**src/source/vdec_config.svh**
```systemverilog
// sizing macros for the vector decode sequencer, included by the package and by RTL that needs them
`ifndef VDEC_CONFIG_SVH
`define VDEC_CONFIG_SVH

// elements per vector register at SEW32
// kept small so simulation runs stay short
`define VLEN 16

// width of an element index or a register offset
`define IDX_W 8

// lanes issued per cycle
// the sequencer datapath is built for exactly two
`define NUM_LANES 2

`endif

```
**src/source/vdec_pkg.sv**
```systemverilog
// types shared by the decode sequencer RTL and its testbench, compiled ahead of every user
`include "vdec_config.svh"

package vdec_pkg;

  // element index or register offset
  typedef logic [`IDX_W-1:0] idx_t;

  // kind of decoded micro-op
  typedef enum logic [1:0] {
    OP_ALU    = 2'd0,
    OP_LOAD   = 2'd1,
    OP_STORE  = 2'd2,
    OP_MV_S_X = 2'd3
  } vop_e;

  // selected element width from vtype
  typedef enum logic [1:0] {
    SEW8  = 2'd0,
    SEW16 = 2'd1,
    SEW32 = 2'd2
  } sew_e;

  // element width encoded in a unit-stride load or store
  typedef enum logic [1:0] {
    EEW8  = 2'd0,
    EEW16 = 2'd1,
    EEW32 = 2'd2
  } eew_e;

  // where the vs2 read offsets come from
  typedef enum logic [2:0] {
    VS2_NORMAL        = 3'd0,
    VS2_ZERO          = 3'd1,
    VS2_IDX_PLUS_RS1  = 3'd2,
    VS2_IDX_PLUS_UIMM = 3'd3,
    VS2_IDX_PLUS_1    = 3'd4,
    VS2_IDX_MINUS_1   = 3'd5,
    VS2_RS1           = 3'd6,
    VS2_UIMM          = 3'd7
  } vs2_src_e;

  // where the vd write offsets come from
  typedef enum logic [2:0] {
    VD_NORMAL        = 3'd0,
    VD_ZERO          = 3'd1,
    VD_IDX_PLUS_RS1  = 3'd2,
    VD_IDX_PLUS_UIMM = 3'd3,
    VD_IDX_PLUS_1    = 3'd4
  } vd_src_e;

  // sequencer states
  typedef enum logic [1:0] {
    IDLE  = 2'd0,
    RUN   = 2'd1,
    DRAIN = 2'd2
  } fsm_state_e;

endpackage

```
**src/source/elem_count_if.sv**
```systemverilog
// element counter handshake between the sequencer FSM, the counter and the offset logic
`include "vdec_config.svh"

interface elem_count_if;
  // one-cycle pulse on an accepted start
  logic              load;
  // move on to the next element pair
  logic              step;
  // element index of lane 0 in the current pair
  logic [`IDX_W-1:0] offset;
  // element count after load/store scaling
  logic [`IDX_W-1:0] vl_eff;
  // current pair is the final one of the run
  logic              last;

  modport fsm (output load, output step, input last);

  modport counter (input load, input step, output offset, output vl_eff, output last);

  // offset consumers only look at the count
  modport user (input offset, input vl_eff);

endinterface

```
**src/source/vdec_fsm.sv**
```systemverilog
// busy/run sequencer FSM that accepts one micro-op and steers the element counter through it
module vdec_fsm (
  input  logic       CLK,
  input  logic       nRST,
  input  logic       start,
  input  logic       stall,
  input  logic       flush,
  output logic       busy,
  output logic       issue,
  elem_count_if.fsm  ctr
);
  import vdec_pkg::*;

  fsm_state_e state;
  fsm_state_e state_next;
  logic       accept;

  // new work only from idle, and a flush wins over it
  assign accept = (state == IDLE) && start && !flush;

  // busy covers the start cycle itself
  assign busy = (state != IDLE) || accept;

  // one pair per unstalled cycle in RUN
  assign issue = (state == RUN) && !stall && !flush;

  assign ctr.load = accept;
  assign ctr.step = issue;

  always_comb begin
    state_next = state;
    case (state)
      IDLE: begin
        if (accept) begin
          state_next = RUN;
        end
      end
      RUN: begin
        // the final pair is registered on this edge
        if (issue && ctr.last) begin
          state_next = DRAIN;
        end
      end
      DRAIN: begin
        if (!stall) begin
          state_next = IDLE;
        end
      end
      default: begin
        state_next = IDLE;
      end
    endcase
    if (flush) begin
      state_next = IDLE;
    end
  end

  always_ff @(posedge CLK, negedge nRST) begin
    if (!nRST) begin
      state <= IDLE;
    end else begin
      state <= state_next;
    end
  end

  // upstream waits for busy to drop before it sends the next micro-op
  a_no_start_while_busy: assert property (
    @(posedge CLK) disable iff (!nRST) (state != IDLE) |-> !start
  );

endmodule

```
**src/source/element_counter.sv**
```systemverilog
// element index counter that scales vl into the effective length and walks it two at a time
module element_counter (
  input  logic               CLK,
  input  logic               nRST,
  input  vdec_pkg::vop_e     op,
  input  vdec_pkg::sew_e     sew,
  input  vdec_pkg::eew_e     eew,
  input  vdec_pkg::idx_t     vl,
  input  vdec_pkg::idx_t     vstart,
  elem_count_if.counter      ctr
);
  import vdec_pkg::*;

  idx_t                  offset_q;
  idx_t                  vl_eff_q;
  idx_t                  vl_calc;
  logic [$bits(idx_t):0] pair_end;

  // effective length for the op being loaded
  always_comb begin
    vl_calc = vl;
    if (op == OP_LOAD || op == OP_STORE) begin
      // narrower memory elements pack more of them per access
      if (sew == SEW32 && eew == EEW8) begin
        vl_calc = vl >> 2;
      end else if ((sew == SEW32 && eew == EEW16) || (sew == SEW16 && eew == EEW8)) begin
        vl_calc = vl >> 1;
      end
    end else if (op == OP_MV_S_X) begin
      // single element move
      vl_calc = idx_t'(1);
    end
  end

  always_ff @(posedge CLK, negedge nRST) begin
    if (!nRST) begin
      offset_q <= '0;
      vl_eff_q <= '0;
    end else if (ctr.load) begin
      offset_q <= vstart;
      vl_eff_q <= vl_calc;
    end else if (ctr.step) begin
      offset_q <= offset_q + idx_t'(2);
    end
  end

  // one bit wider so a vstart near the top cannot wrap
  assign pair_end = {1'b0, offset_q} + {1'b0, idx_t'(2)};

  // also true right away when vstart is already past the end
  assign ctr.last   = pair_end >= {1'b0, vl_eff_q};
  assign ctr.offset = offset_q;
  assign ctr.vl_eff = vl_eff_q;

  // the FSM never steps past the final pair
  a_no_step_after_last: assert property (
    @(posedge CLK) disable iff (!nRST)
    ctr.step && ctr.last |=> !ctr.step
  );

endmodule

```
**src/source/offset_gen.sv**
```systemverilog
// register file offset selection for vs2 reads and vd writes on both lanes of a pair
module offset_gen (
  elem_count_if.user          ctr,
  input  vdec_pkg::vs2_src_e  vs2_src,
  input  vdec_pkg::vd_src_e   vd_src,
  input  vdec_pkg::idx_t      xs1,
  input  logic [4:0]          imm5,
  output vdec_pkg::idx_t      vd_off0,
  output vdec_pkg::idx_t      vd_off1,
  output vdec_pkg::idx_t      vs2_off0,
  output vdec_pkg::idx_t      vs2_off1
);
  import vdec_pkg::*;

  idx_t base;
  idx_t uimm;
  idx_t idx_rs1;
  idx_t idx_uimm;

  assign base = ctr.offset;

  // immediate is unsigned here
  assign uimm = idx_t'(imm5);

  // sums shared by the vs2 and vd selects
  assign idx_rs1  = base + xs1;
  assign idx_uimm = base + uimm;

  always_comb begin
    case (vs2_src)
      VS2_ZERO: begin
        vs2_off0 = '0;
        vs2_off1 = '0;
      end
      VS2_IDX_PLUS_RS1: begin
        vs2_off0 = idx_rs1;
        vs2_off1 = idx_rs1 + idx_t'(1);
      end
      VS2_IDX_PLUS_UIMM: begin
        vs2_off0 = idx_uimm;
        vs2_off1 = idx_uimm + idx_t'(1);
      end
      // slide by one element
      VS2_IDX_PLUS_1: begin
        vs2_off0 = base + idx_t'(1);
        vs2_off1 = base + idx_t'(2);
      end
      VS2_IDX_MINUS_1: begin
        vs2_off0 = base - idx_t'(1);
        vs2_off1 = base;
      end
      // gather style, same element on both lanes
      VS2_RS1: begin
        vs2_off0 = xs1;
        vs2_off1 = xs1;
      end
      VS2_UIMM: begin
        vs2_off0 = uimm;
        vs2_off1 = uimm;
      end
      default: begin
        vs2_off0 = base;
        vs2_off1 = base + idx_t'(1);
      end
    endcase
  end

  always_comb begin
    case (vd_src)
      VD_ZERO: begin
        vd_off0 = '0;
        vd_off1 = '0;
      end
      VD_IDX_PLUS_RS1: begin
        vd_off0 = idx_rs1;
        vd_off1 = idx_rs1 + idx_t'(1);
      end
      VD_IDX_PLUS_UIMM: begin
        vd_off0 = idx_uimm;
        vd_off1 = idx_uimm + idx_t'(1);
      end
      VD_IDX_PLUS_1: begin
        vd_off0 = base + idx_t'(1);
        vd_off1 = base + idx_t'(2);
      end
      default: begin
        vd_off0 = base;
        vd_off1 = base + idx_t'(1);
      end
    endcase
  end

endmodule

```
**src/source/lane_enable.sv**
```systemverilog
// per-lane write enables from the v0 mask, the vector length bound and the op kind
`include "vdec_config.svh"

module lane_enable (
  input  vdec_pkg::vop_e    op,
  input  logic              vm,
  input  logic [`VLEN-1:0]  v0_mask,
  input  vdec_pkg::idx_t    offset,
  input  vdec_pkg::idx_t    vl_eff,
  input  vdec_pkg::idx_t    vd_off0,
  input  vdec_pkg::idx_t    vd_off1,
  output logic              wen0,
  output logic              wen1
);
  import vdec_pkg::*;

  localparam int MASK_SEL_W = $clog2(`VLEN);

  logic [$bits(idx_t):0] elem1;
  logic                  in0;
  logic                  in1;
  logic                  mask0;
  logic                  mask1;

  // element bound, lane 1 sits one past lane 0
  assign elem1 = {1'b0, offset} + {1'b0, idx_t'(1)};
  assign in0   = offset < vl_eff;
  assign in1   = elem1 < {1'b0, vl_eff};

  // v0 bit at the destination element, off the end reads as masked off
  assign mask0 = vm || ((vd_off0 < idx_t'(`VLEN)) && v0_mask[vd_off0[MASK_SEL_W-1:0]]);
  assign mask1 = vm || ((vd_off1 < idx_t'(`VLEN)) && v0_mask[vd_off1[MASK_SEL_W-1:0]]);

  always_comb begin
    case (op)
      // stores never write the register file
      OP_STORE: begin
        wen0 = 1'b0;
        wen1 = 1'b0;
      end
      // unmasked single element, lane 1 is never in range
      OP_MV_S_X: begin
        wen0 = in0;
        wen1 = 1'b0;
      end
      default: begin
        wen0 = in0 && mask0;
        wen1 = in1 && mask1;
      end
    endcase
  end

endmodule

```
**src/source/decode_execute_reg.sv**
```systemverilog
// decode-to-execute pipeline register for one element pair, with stall hold and flush
module decode_execute_reg (
  input  logic            CLK,
  input  logic            nRST,
  input  logic            stall,
  input  logic            flush,
  input  logic            issue,
  input  logic            last,
  input  vdec_pkg::idx_t  vd_off0,
  input  vdec_pkg::idx_t  vd_off1,
  input  vdec_pkg::idx_t  vs2_off0,
  input  vdec_pkg::idx_t  vs2_off1,
  input  logic            wen0,
  input  logic            wen1,
  output logic            out_valid,
  output logic            out_last,
  output vdec_pkg::idx_t  out_vd_off0,
  output vdec_pkg::idx_t  out_vd_off1,
  output vdec_pkg::idx_t  out_vs2_off0,
  output vdec_pkg::idx_t  out_vs2_off1,
  output logic            out_wen0,
  output logic            out_wen1
);

  // valid, last and the enables
  always_ff @(posedge CLK, negedge nRST) begin
    if (!nRST) begin
      out_valid <= 1'b0;
      out_last  <= 1'b0;
      out_wen0  <= 1'b0;
      out_wen1  <= 1'b0;
    end else if (flush) begin
      out_valid <= 1'b0;
      out_last  <= 1'b0;
      out_wen0  <= 1'b0;
      out_wen1  <= 1'b0;
    end else if (!stall) begin
      // an idle cycle leaves a bubble with everything low
      out_valid <= issue;
      out_last  <= issue && last;
      out_wen0  <= issue && wen0;
      out_wen1  <= issue && wen1;
    end
  end

  // offsets
  always_ff @(posedge CLK) begin
    if (flush) begin
      out_vd_off0  <= '0;
      out_vd_off1  <= '0;
      out_vs2_off0 <= '0;
      out_vs2_off1 <= '0;
    end else if (issue && !stall) begin
      out_vd_off0  <= vd_off0;
      out_vd_off1  <= vd_off1;
      out_vs2_off0 <= vs2_off0;
      out_vs2_off1 <= vs2_off1;
    end
  end

endmodule

```
**src/source/vdec_top.sv**
```systemverilog
// top level of the two-lane vector decode sequencer, instanced as the DUT by the testbench
`include "vdec_config.svh"

module vdec_top (
  input  logic                CLK,
  input  logic                nRST,
  input  logic                start,
  input  vdec_pkg::vop_e      op,
  input  vdec_pkg::sew_e      sew,
  input  vdec_pkg::eew_e      eew,
  input  vdec_pkg::vd_src_e   vd_src,
  input  vdec_pkg::vs2_src_e  vs2_src,
  input  logic                vm,
  input  vdec_pkg::idx_t      vl,
  input  vdec_pkg::idx_t      vstart,
  input  vdec_pkg::idx_t      xs1,
  input  logic [4:0]          imm5,
  input  logic [`VLEN-1:0]    v0_mask,
  input  logic                stall,
  input  logic                flush,
  output logic                busy,
  output logic                out_valid,
  output logic                out_last,
  output vdec_pkg::idx_t      out_vd_off0,
  output vdec_pkg::idx_t      out_vd_off1,
  output vdec_pkg::idx_t      out_vs2_off0,
  output vdec_pkg::idx_t      out_vs2_off1,
  output logic                out_wen0,
  output logic                out_wen1
);
  import vdec_pkg::*;

  logic       issue;
  logic       wen0;
  logic       wen1;
  idx_t       vd_off0;
  idx_t       vd_off1;
  idx_t       vs2_off0;
  idx_t       vs2_off1;

  // micro-op fields are only valid in the start cycle
  vop_e       op_q;
  logic       vm_q;
  vd_src_e    vd_src_q;
  vs2_src_e   vs2_src_q;
  idx_t       xs1_q;
  logic [4:0] imm5_q;

  elem_count_if ctr_if ();

  // hold the fields for the whole run
  always_ff @(posedge CLK) begin
    if (ctr_if.load) begin
      op_q      <= op;
      vm_q      <= vm;
      vd_src_q  <= vd_src;
      vs2_src_q <= vs2_src;
      xs1_q     <= xs1;
      imm5_q    <= imm5;
    end
  end

  vdec_fsm i_fsm (
    .CLK   (CLK),
    .nRST  (nRST),
    .start (start),
    .stall (stall),
    .flush (flush),
    .busy  (busy),
    .issue (issue),
    .ctr   (ctr_if.fsm)
  );

  // length math reads the live fields on the load cycle
  element_counter i_counter (
    .CLK    (CLK),
    .nRST   (nRST),
    .op     (op),
    .sew    (sew),
    .eew    (eew),
    .vl     (vl),
    .vstart (vstart),
    .ctr    (ctr_if.counter)
  );

  offset_gen i_offset (
    .ctr      (ctr_if.user),
    .vs2_src  (vs2_src_q),
    .vd_src   (vd_src_q),
    .xs1      (xs1_q),
    .imm5     (imm5_q),
    .vd_off0  (vd_off0),
    .vd_off1  (vd_off1),
    .vs2_off0 (vs2_off0),
    .vs2_off1 (vs2_off1)
  );

  lane_enable i_lane_en (
    .op      (op_q),
    .vm      (vm_q),
    .v0_mask (v0_mask),
    .offset  (ctr_if.offset),
    .vl_eff  (ctr_if.vl_eff),
    .vd_off0 (vd_off0),
    .vd_off1 (vd_off1),
    .wen0    (wen0),
    .wen1    (wen1)
  );

  decode_execute_reg i_de_reg (
    .CLK          (CLK),
    .nRST         (nRST),
    .stall        (stall),
    .flush        (flush),
    .issue        (issue),
    .last         (ctr_if.last),
    .vd_off0      (vd_off0),
    .vd_off1      (vd_off1),
    .vs2_off0     (vs2_off0),
    .vs2_off1     (vs2_off1),
    .wen0         (wen0),
    .wen1         (wen1),
    .out_valid    (out_valid),
    .out_last     (out_last),
    .out_vd_off0  (out_vd_off0),
    .out_vd_off1  (out_vd_off1),
    .out_vs2_off0 (out_vs2_off0),
    .out_vs2_off1 (out_vs2_off1),
    .out_wen0     (out_wen0),
    .out_wen1     (out_wen1)
  );

endmodule

```
**config.mk**
```make
export PLATFORM = sky130hd
export DESIGN_NAME = vdec_top
export DESIGN_NICKNAME = d
export VERILOG_FILES = /design/src/source/vdec_pkg.sv /design/src/source/elem_count_if.sv /design/src/source/vdec_fsm.sv /design/src/source/element_counter.sv /design/src/source/offset_gen.sv /design/src/source/lane_enable.sv /design/src/source/decode_execute_reg.sv /design/src/source/vdec_top.sv
export VERILOG_INCLUDE_DIRS = /design/src /design/src/source
export SDC_FILE = /design/constraint.sdc
export NUM_CORES = 1
export LEC_CHECK = 0
export BUFFER_PORTS_ARGS = -buffer_cell sky130_fd_sc_hd__buf_2
export CORE_MARGIN = 4
export CORE_UTILIZATION = 60
export DETAILED_ROUTE_END_ITERATION = 10
export GPL_TIMING_DRIVEN = 1
export MAX_ROUTING_LAYER = met4
export PLACE_DENSITY = 0.93
export SYNTH_ARGS = -nofsm -noshare
export SYNTH_HDL_FRONTEND = slang
export SYNTH_SLANG_ARGS = --single-unit
```
**constraint.sdc**
```tcl
create_clock -name CLK -period 7.8 [get_ports CLK]
set_input_delay 0.39 -clock CLK [delete_from_list [all_inputs] [get_ports CLK]]
set_output_delay 0.39 -clock CLK [all_outputs]
set_load 0.02 [all_outputs]
```
# Word-level counts from Yosys, hierarchy flattened
# Cells that the tools add are included.
# W data, S select, Z words.
[classes]
addsub = 9
n_eq_ne = 25
order_cmp = 7
mux = 29
reduce_logical = 28
[ops]
columns = ["cell", "count"]
rows = [
  ["$pmux W8 S7", 2],
  ["$pmux W8 S4", 2],
  ["$mux W8", 6],
  ["$add A8 B1 Y8 const B", 3],
  ["$lt A8 B5 Y1 const B", 2],
  ["$eq A3 B3 Y1 const B", 5],
  ["$logic_and A1 B1 Y1", 15],
  ["$eq A2 B2 Y1 const B", 6],
  ["$eq A3 B2 Y1 const B", 4],
  ["$mux W1", 11],
  ["$lt A4 B5 Y1 const B", 2],
  ["$add A8 B1 Y9 const B", 1],
  ["$add A8 B2 Y9 const B", 1],
  ["$ge A9 B8 Y1", 1],
  ["$lt A9 B8 Y1", 1],
  ["$add A8 B2 Y8 const B", 1],
  ["$add A8 B5 Y8", 1],
  ["$add A8 B8 Y8", 1],
  ["$bmux W1 S4", 2],
  ["$eq A2 B1 Y1 const B", 4],
  ["$lt A8 B8 Y1", 1],
  ["$mux W2", 4],
  ["$sub A8 B1 Y8 const B", 1],
  ["$eq A3 B1 Y1 const B", 2],
  ["other kinds (11)", 19],
]
[totals]
input_bits = 63
elab_cells = 115
ff_bits = 76

# Logic depth before layout (Yosys ltp)
[depth]
word_depth = 12
mapped_depth = 12
mapped_depth_nobuf = 12

# Modules after synthesis
# Synthesis repeated with hierarchy kept, for this count alone.
[unflattened]
cells_unflattened = 828
area_unflattened_um2 = 6974.2
[modules_own_cells]
columns = ["mod", "area_per_inst_um2", "cells_each", "n_inst", "seq_area_each_um2"]
rows = [
  ["offset_gen", 2617.5, 424, 1, 0.0],
  ["decode_execute_reg", 1605.3, 156, 1, 740.7],
  ["element_counter", 1212.4, 130, 1, 400.4],
  ["lane_enable", 744.5, 82, 1, 0.0],
  ["vdec_top", 660.6, 22, 1, 660.6],
  ["vdec_fsm", 133.9, 14, 1, 50.0],
]

# Worst setup path after synthesis
# No wires, ideal clock.
[synth_timing]
path_kind = "reg2reg"
startpoint = "register i_counter.offset_q[1] (netlist: i_counter.ctr.offset[1])"
endpoint = "register i_de_reg.out_wen0"
arrival_time_ns = 2.833
n_path_buf = 1
period_less_slack_ns = 2.954
path_stages_with_launch = 12
setup_ns = 0.122
setup_slack_ns = 4.846
required_time_ns = 7.678
path_cell_list = "dfrtp_1 clkbuf_1 inv_1 ha_1 a32oi_1 nor2_1 a221oi_4 mux2i_1 mux4_2 and2_1 a41oi_1 o21ai_1"
[synth_via]
elab_chain_len = 11
word_cells_on_any_way = 15
[synth_lines]
columns = ["item", "line", "source"]
rows = [
  ["from (decl)", "element_counter.sv:14", "idx_t offset_q;"],
  ["from (signal assigned)", "element_counter.sv:40", "offset_q <= vstart;"],
  ["from (signal assigned)", "element_counter.sv:43", "offset_q <= offset_q + idx_t'(2);"],
  ["$add A8 B1 Y8 (tied with other cells)", "offset_gen.sv:83", "vd_off0 = base + idx_t'(1);"],
  ["$pmux W8 S4", "offset_gen.sv:69", "case (vd_src)"],
  ["$bmux W1 S4", "lane_enable.sv:31", "assign mask0 = vm || ((vd_off0 < idx_t'(`VLEN)) && v0_mask[vd_off0[MASK_SEL_W-1:0]]);"],
  ["$mux W1 (not written as such)", "lane_enable.sv:31", ""],
  ["$logic_and A1 B1 Y1", "lane_enable.sv:31", ""],
  ["$logic_or A1 B1 Y1", "lane_enable.sv:31", ""],
  ["$logic_and A1 B1 Y1", "lane_enable.sv:47", "wen0 = in0 && mask0;"],
  ["$pmux W1 S2 *", "lane_enable.sv:35", "case (op)"],
  ["$logic_and A1 B1 Y1 *", "decode_execute_reg.sv:41", "out_wen0 <= issue && wen0;"],
  ["$mux W1 *", "decode_execute_reg.sv:37", "end else if (!stall) begin"],
  ["$mux W1 *", "decode_execute_reg.sv:32", "end else if (flush) begin"],
  ["to (signal assigned)", "decode_execute_reg.sv:41", ""],
  ["to (decl)", "decode_execute_reg.sv:21", "output logic out_wen0,"],
]
# Mark *: on every way between the ends. The rest lies on a longest branch, timed or not. The select of a mux whose other input is x is not followed.
# A chain may end at the register's enable or synchronous reset.

# Final worst setup path
[layout_timing]
startpoint = "register i_counter.offset_q[1] (netlist: i_counter.ctr.offset[1])"
endpoint = "register i_de_reg.out_wen1"
[layout_via]
elab_chain_len = 12
word_cells_on_any_way = 19
[layout_lines]
columns = ["item", "line", "source"]
rows = [
  ["$add A8 B5 Y8 / $add A8 B8 Y8 (equally long branches)", "offset_gen.sv:27, offset_gen.sv:26", ""],
  ["$add A8 B1 Y8, on equally long branches", "offset_gen.sv:80, offset_gen.sv:76", ""],
  ["$pmux W8 S4", "offset_gen.sv:69", ""],
  ["$bmux W1 S4", "lane_enable.sv:32", "assign mask1 = vm || ((vd_off1 < idx_t'(`VLEN)) && v0_mask[vd_off1[MASK_SEL_W-1:0]]);"],
  ["$mux W1 (not written as such)", "lane_enable.sv:32", ""],
  ["$logic_and A1 B1 Y1", "lane_enable.sv:32", ""],
  ["$logic_or A1 B1 Y1", "lane_enable.sv:32", ""],
  ["$logic_and A1 B1 Y1 *", "lane_enable.sv:48", "wen1 = in1 && mask1;"],
  ["$mux W1 *", "lane_enable.sv:35", ""],
  ["$logic_and A1 B1 Y1 *", "decode_execute_reg.sv:42", "out_wen1 <= issue && wen1;"],
  ["$mux W1 *", "decode_execute_reg.sv:37", ""],
  ["$mux W1 *", "decode_execute_reg.sv:32", ""],
  ["to (signal assigned)", "decode_execute_reg.sv:42", ""],
  ["to (decl)", "decode_execute_reg.sv:22", "output logic out_wen1"],
]
# Marked as above.

==> results.yml <==
run_status:
  outcome: "completed"
yosys:
  yosys-top-cells-area: "edfxtp_1 11%, dfxtp_1 10%, dfrtp_1 8.8%"
  synthesis.instances: 738
  synth_commonest_cells: "70 x nand2_1, 56 x a21oi_1, 52 x nor2_1"
  yosysWarningCount: 0
  synth_area_leader: "edfxtp_1"
  mean_area_per_synthesized_cell_sq_um: 8.50
  sequential_area_share_after_synthesis_pct: 29.5
  synth-edff-count: 22
  ys_ff_latch: 76
  synth.most_common_cell: "nand2_1"
  netlist_cell_types: 75
  ys_async_sr_fraction_pct: 28.9
  ys_dominant_reg_cell: "dfxtp_1"
  syn_area_sq_um: 6270
  syn-num-nets: 846
  synth_top_area_share_pct: 10.5
floorplan:
  dieHeight_um: 110
  num_io_pins: 100
  die_area_sq_um: 12100
  placement_rows: 37
  core_area_sq_um: 10200
  die_width_um: 110
  initial_utilization_pct: 61.3
critical_path:
  critPathSlowestCell: "dfrtp_1"
  crit_path_frequent_cell: "ha_1"
  worstPathCellList: "ha_1 > nand3_1 > nor2_1 > nand2_1 > xnor2_1 > ha_1 > a2111oi_0 > o21ai_0 > a31oi_1 > and4_1 > a31o_1"
  crit_path_max_fanout: 13
  rr_endpoint: "i_de_reg.out_wen1$_DFFE_PN0N_"
  crit_path_start_kind: "register"
  regToRegStartpoint: "i_counter.ctr.offset[1]$_DFFE_PN0P_"
  critical_path_arrival_ns: 4.47
  r2r_cells: 11
  criticalPathCategory: "reg -> reg"
  critPathMaxStageDelay_ns: 0.78
  crit_path_end_kind: "register"
  cp.required_ns: 8.12
  worst-r2r-setup-slack_ns: 3.65
pwr:
  switching_share_pct: 44.5
  share_clk_of_total_power_pct: 20.4
  power.ir.vdd_worst_v: 0.000175
  p_int_uw: 1000
  power_frac_seq_pct: 29.2
  power_frac_comb_pct: 50.3
  net-switching-power_uw: 805
  cell_area_power_density_nw_per_um2: 258
  leakage_uw: 0.00303
route:
  route.detailed.wl_per_inst_um: 20.0
  first_pass_iters: 6
  ant_nets: 0
  dr.first_iter.drc_count: 1001
  detail_route.vias_per_cell: 6.60
  finalWirelength_mm: 18.8
  number_of_remaining_drc_errors: 0
  via_count: 6228
sta:
  timing_worst_slew_pin_value_ns: 1.05
  timing_max_transition_violations_final: 0
  period_share_pct: 53.2
  finClkSkew_ns: 0.0239
  setup_violations: 0
  max_freq_ghz: 0.241
  finalWorstPathRequiredPeriod_ns: 4.15
  finalSetupTns_ns: 0
  hold_viol: 0
  relSlewSlack_pct: 29.9
  rsz0062_at_grt: "false"
global_route:
  grt_max_degree: 59
  grt_first_pass_wirelength_mm: 29.4
  first_global_vias: 5687
  grt_antenna_before_repair: 0
  grt.overflow.total: 0
  global_route.usage.total_pct: 32.3
final_layout:
  layout-drive-gt1-share_pct: 17.1
  final_design_area_no_fill_sq_um: 7010
  fillCellCount: 824
  antenna_cells_inserted: 0
  flow.area_growth_from_synthesis_pct: 11.8
  layout.nets: 910
clock_network:
  clk_transition_reported_paths_ns: 0.11
  h-tree-depth: 3
  clockBufferDepth: 2
  clock_tree.root_cell: "clkbuf_8"
  clock_sinks: 76
  total_clock_buffers_created_by_cts: 9
  cts_setup_buffers: 0
  skew_pair_late_insertion_delay_ns: 0.39
  ctsResizeCount: 0
  tritoncts_clock_tree: "done"
min_path:
  hold_start: "imm5[1]"
  hold_end: "imm5_q[1]$_DFFE_PP_"
  hold_path_class: "in -> reg"
  holdPathStages: 1
placement:
  hpwl_mm: 14.0
  globalplace.congestion: 1.05
  placement.io_buffers: 99
  placed_area_sq_um: 6760
run:
  max-cap-violations: 0
[repair_timing]
action | in CTS | in global routing
endpoints found under the setup margin | 0 | 0
hold buffers | 1 | 0
hold endpoints to repair | 1 | 0
[cell type report]
type	instances	area (sq um)	share of cell area, %
timing repair buffer	105	543	7.75
clock inverter	5	67.6	0.964
multi-input combinational	590	4130	58.9
clock buffer	11	174	2.48
sequential	76	1850	26.4
inverter	20	77.6	1.11
tap	136	170	2.43
[registers in the layout, summed over array words and instances (netlist names), 5 cells and up]
register and flops:
i_de_reg.out_vs2_off0 8, i_de_reg.out_vd_off1 8, imm5_q 5, i_de_reg.out_vd_off0 8, i_de_reg.out_vs2_off1 8, i_counter.ctr.offset 8
i_counter.ctr.vl_eff 8, xs1_q 8
[worst max-delay path by stage]
stage / from / end / slack (ns) / cells past startpoint
5_1_grt: i_counter.ctr.offset[1]$_DFFE_PN0P_ / i_de_reg.out_wen1$_DFFE_PN0N_ / 3.37 / 11
4_1_cts: i_counter.ctr.offset[1]$_DFFE_PN0P_ / i_de_reg.out_wen1$_DFFE_PN0N_ / 3.83 / 11
3_5_place_dp: i_counter.ctr.offset[1]$_DFFE_PN0P_ / i_de_reg.out_wen1$_DFFE_PN0N_ / 3.86 / 11
3_3_place_gp: vd_src_q[2]$_DFFE_PP_ / i_de_reg.out_wen1$_DFFE_PN0N_ / 4.08 / 9
6_report: i_counter.ctr.offset[1]$_DFFE_PN0P_ / i_de_reg.out_wen1$_DFFE_PN0N_ / 3.65 / 11
2_1_floorplan: i_counter.ctr.offset[1]$_DFFE_PN0P_ / i_de_reg.out_wen0$_DFFE_PN0N_ / 4.85 / 11
[through the flow]
stage / instances / setup slack, ns / total power [uW] / util, % / hold slack (ns)
floorplan: 738 / 4.85 / 1170 / - / 0.0944
detailed placement: 926 / 3.86 / 1410 / 66.1 / 0.400
finish: 943 / 3.65 / 1810 / 68.5 / 0.184
global route: 943 / 3.37 / 1920 / 68.5 / 0.184
CTS: 943 / 3.83 / 1780 / 68.5 / 0.187
global placement: 926 / 4.08 / 1390 / 66.1 / 0.403
[layer usage]
metal,track usage (%),wire length [um]
met1,41.0,7240
met2,49.6,8620
met3,6.35,2050
met4,15.7,905
met5,-,0
[critical path, delay by kind of cell, from the launching register on]
| kind | cells | cell delay [ns] |
|---|---|---|
| xor gates and xnor gates | 1 | 0.49 |
| DFF | 1 | 0.78 |
| adders and majority gates | 2 | 0.80 |
| AOI/OAI and AO/OA | 4 | 1.12 |
| and+or+nand+nor | 4 | 0.91 |
[cells in the final DEF, fill, tap and decap left out, types with 6 or more instances in the layout]
cell type  netlist  layout
or3_1            9       9
clkbuf_8         0       9
nor3_1          13      12
ha_1            43      43
nand2b_1        18      18
a21o_1           6       6
a31oi_1          6       6
o22ai_1         13      13
xnor2_1         24      24
and2_1           6       6
edfxtp_1        22      22
dfxtp_1         32      32
nor2_1          52      52
nand2_1         70      70
buf_2            4      99
a221oi_1         7       7
a221o_1          9       9
o211ai_1         9       9
o221ai_1         9       9
a21oi_1         56      56
xor2_1          16      16
nand3_1         11      11
nor2b_1          9       9
a211oi_1         7       7
dfrtp_1         22      22
o21ai_0         51      51
inv_1           18      18
mux2i_1         46      46
nand3b_1        23      23
[kinds of logic after synthesis]
kind of cell               synth area share [%]
xor gates and xnor gates                   5.59
buffers and inverters                      4.85
DFF                                        29.5
adders and majority gates                  9.22
muxes                                      8.60
and+or+nand+nor                            18.8
AOI/OAI and AO/OA                          23.4
[power groups by stage]
stage / sequential (uW) / combinational, uW / clock [uW]
floorplan: 500 / 669 / 0
detailed placement: 534 / 877 / 0
global placement: 532 / 858 / 0
global route: 535 / 995 / 386
CTS: 525 / 887 / 367
finish: 529 / 911 / 370
No activity file was read; power rests on OpenSTA's default activity.
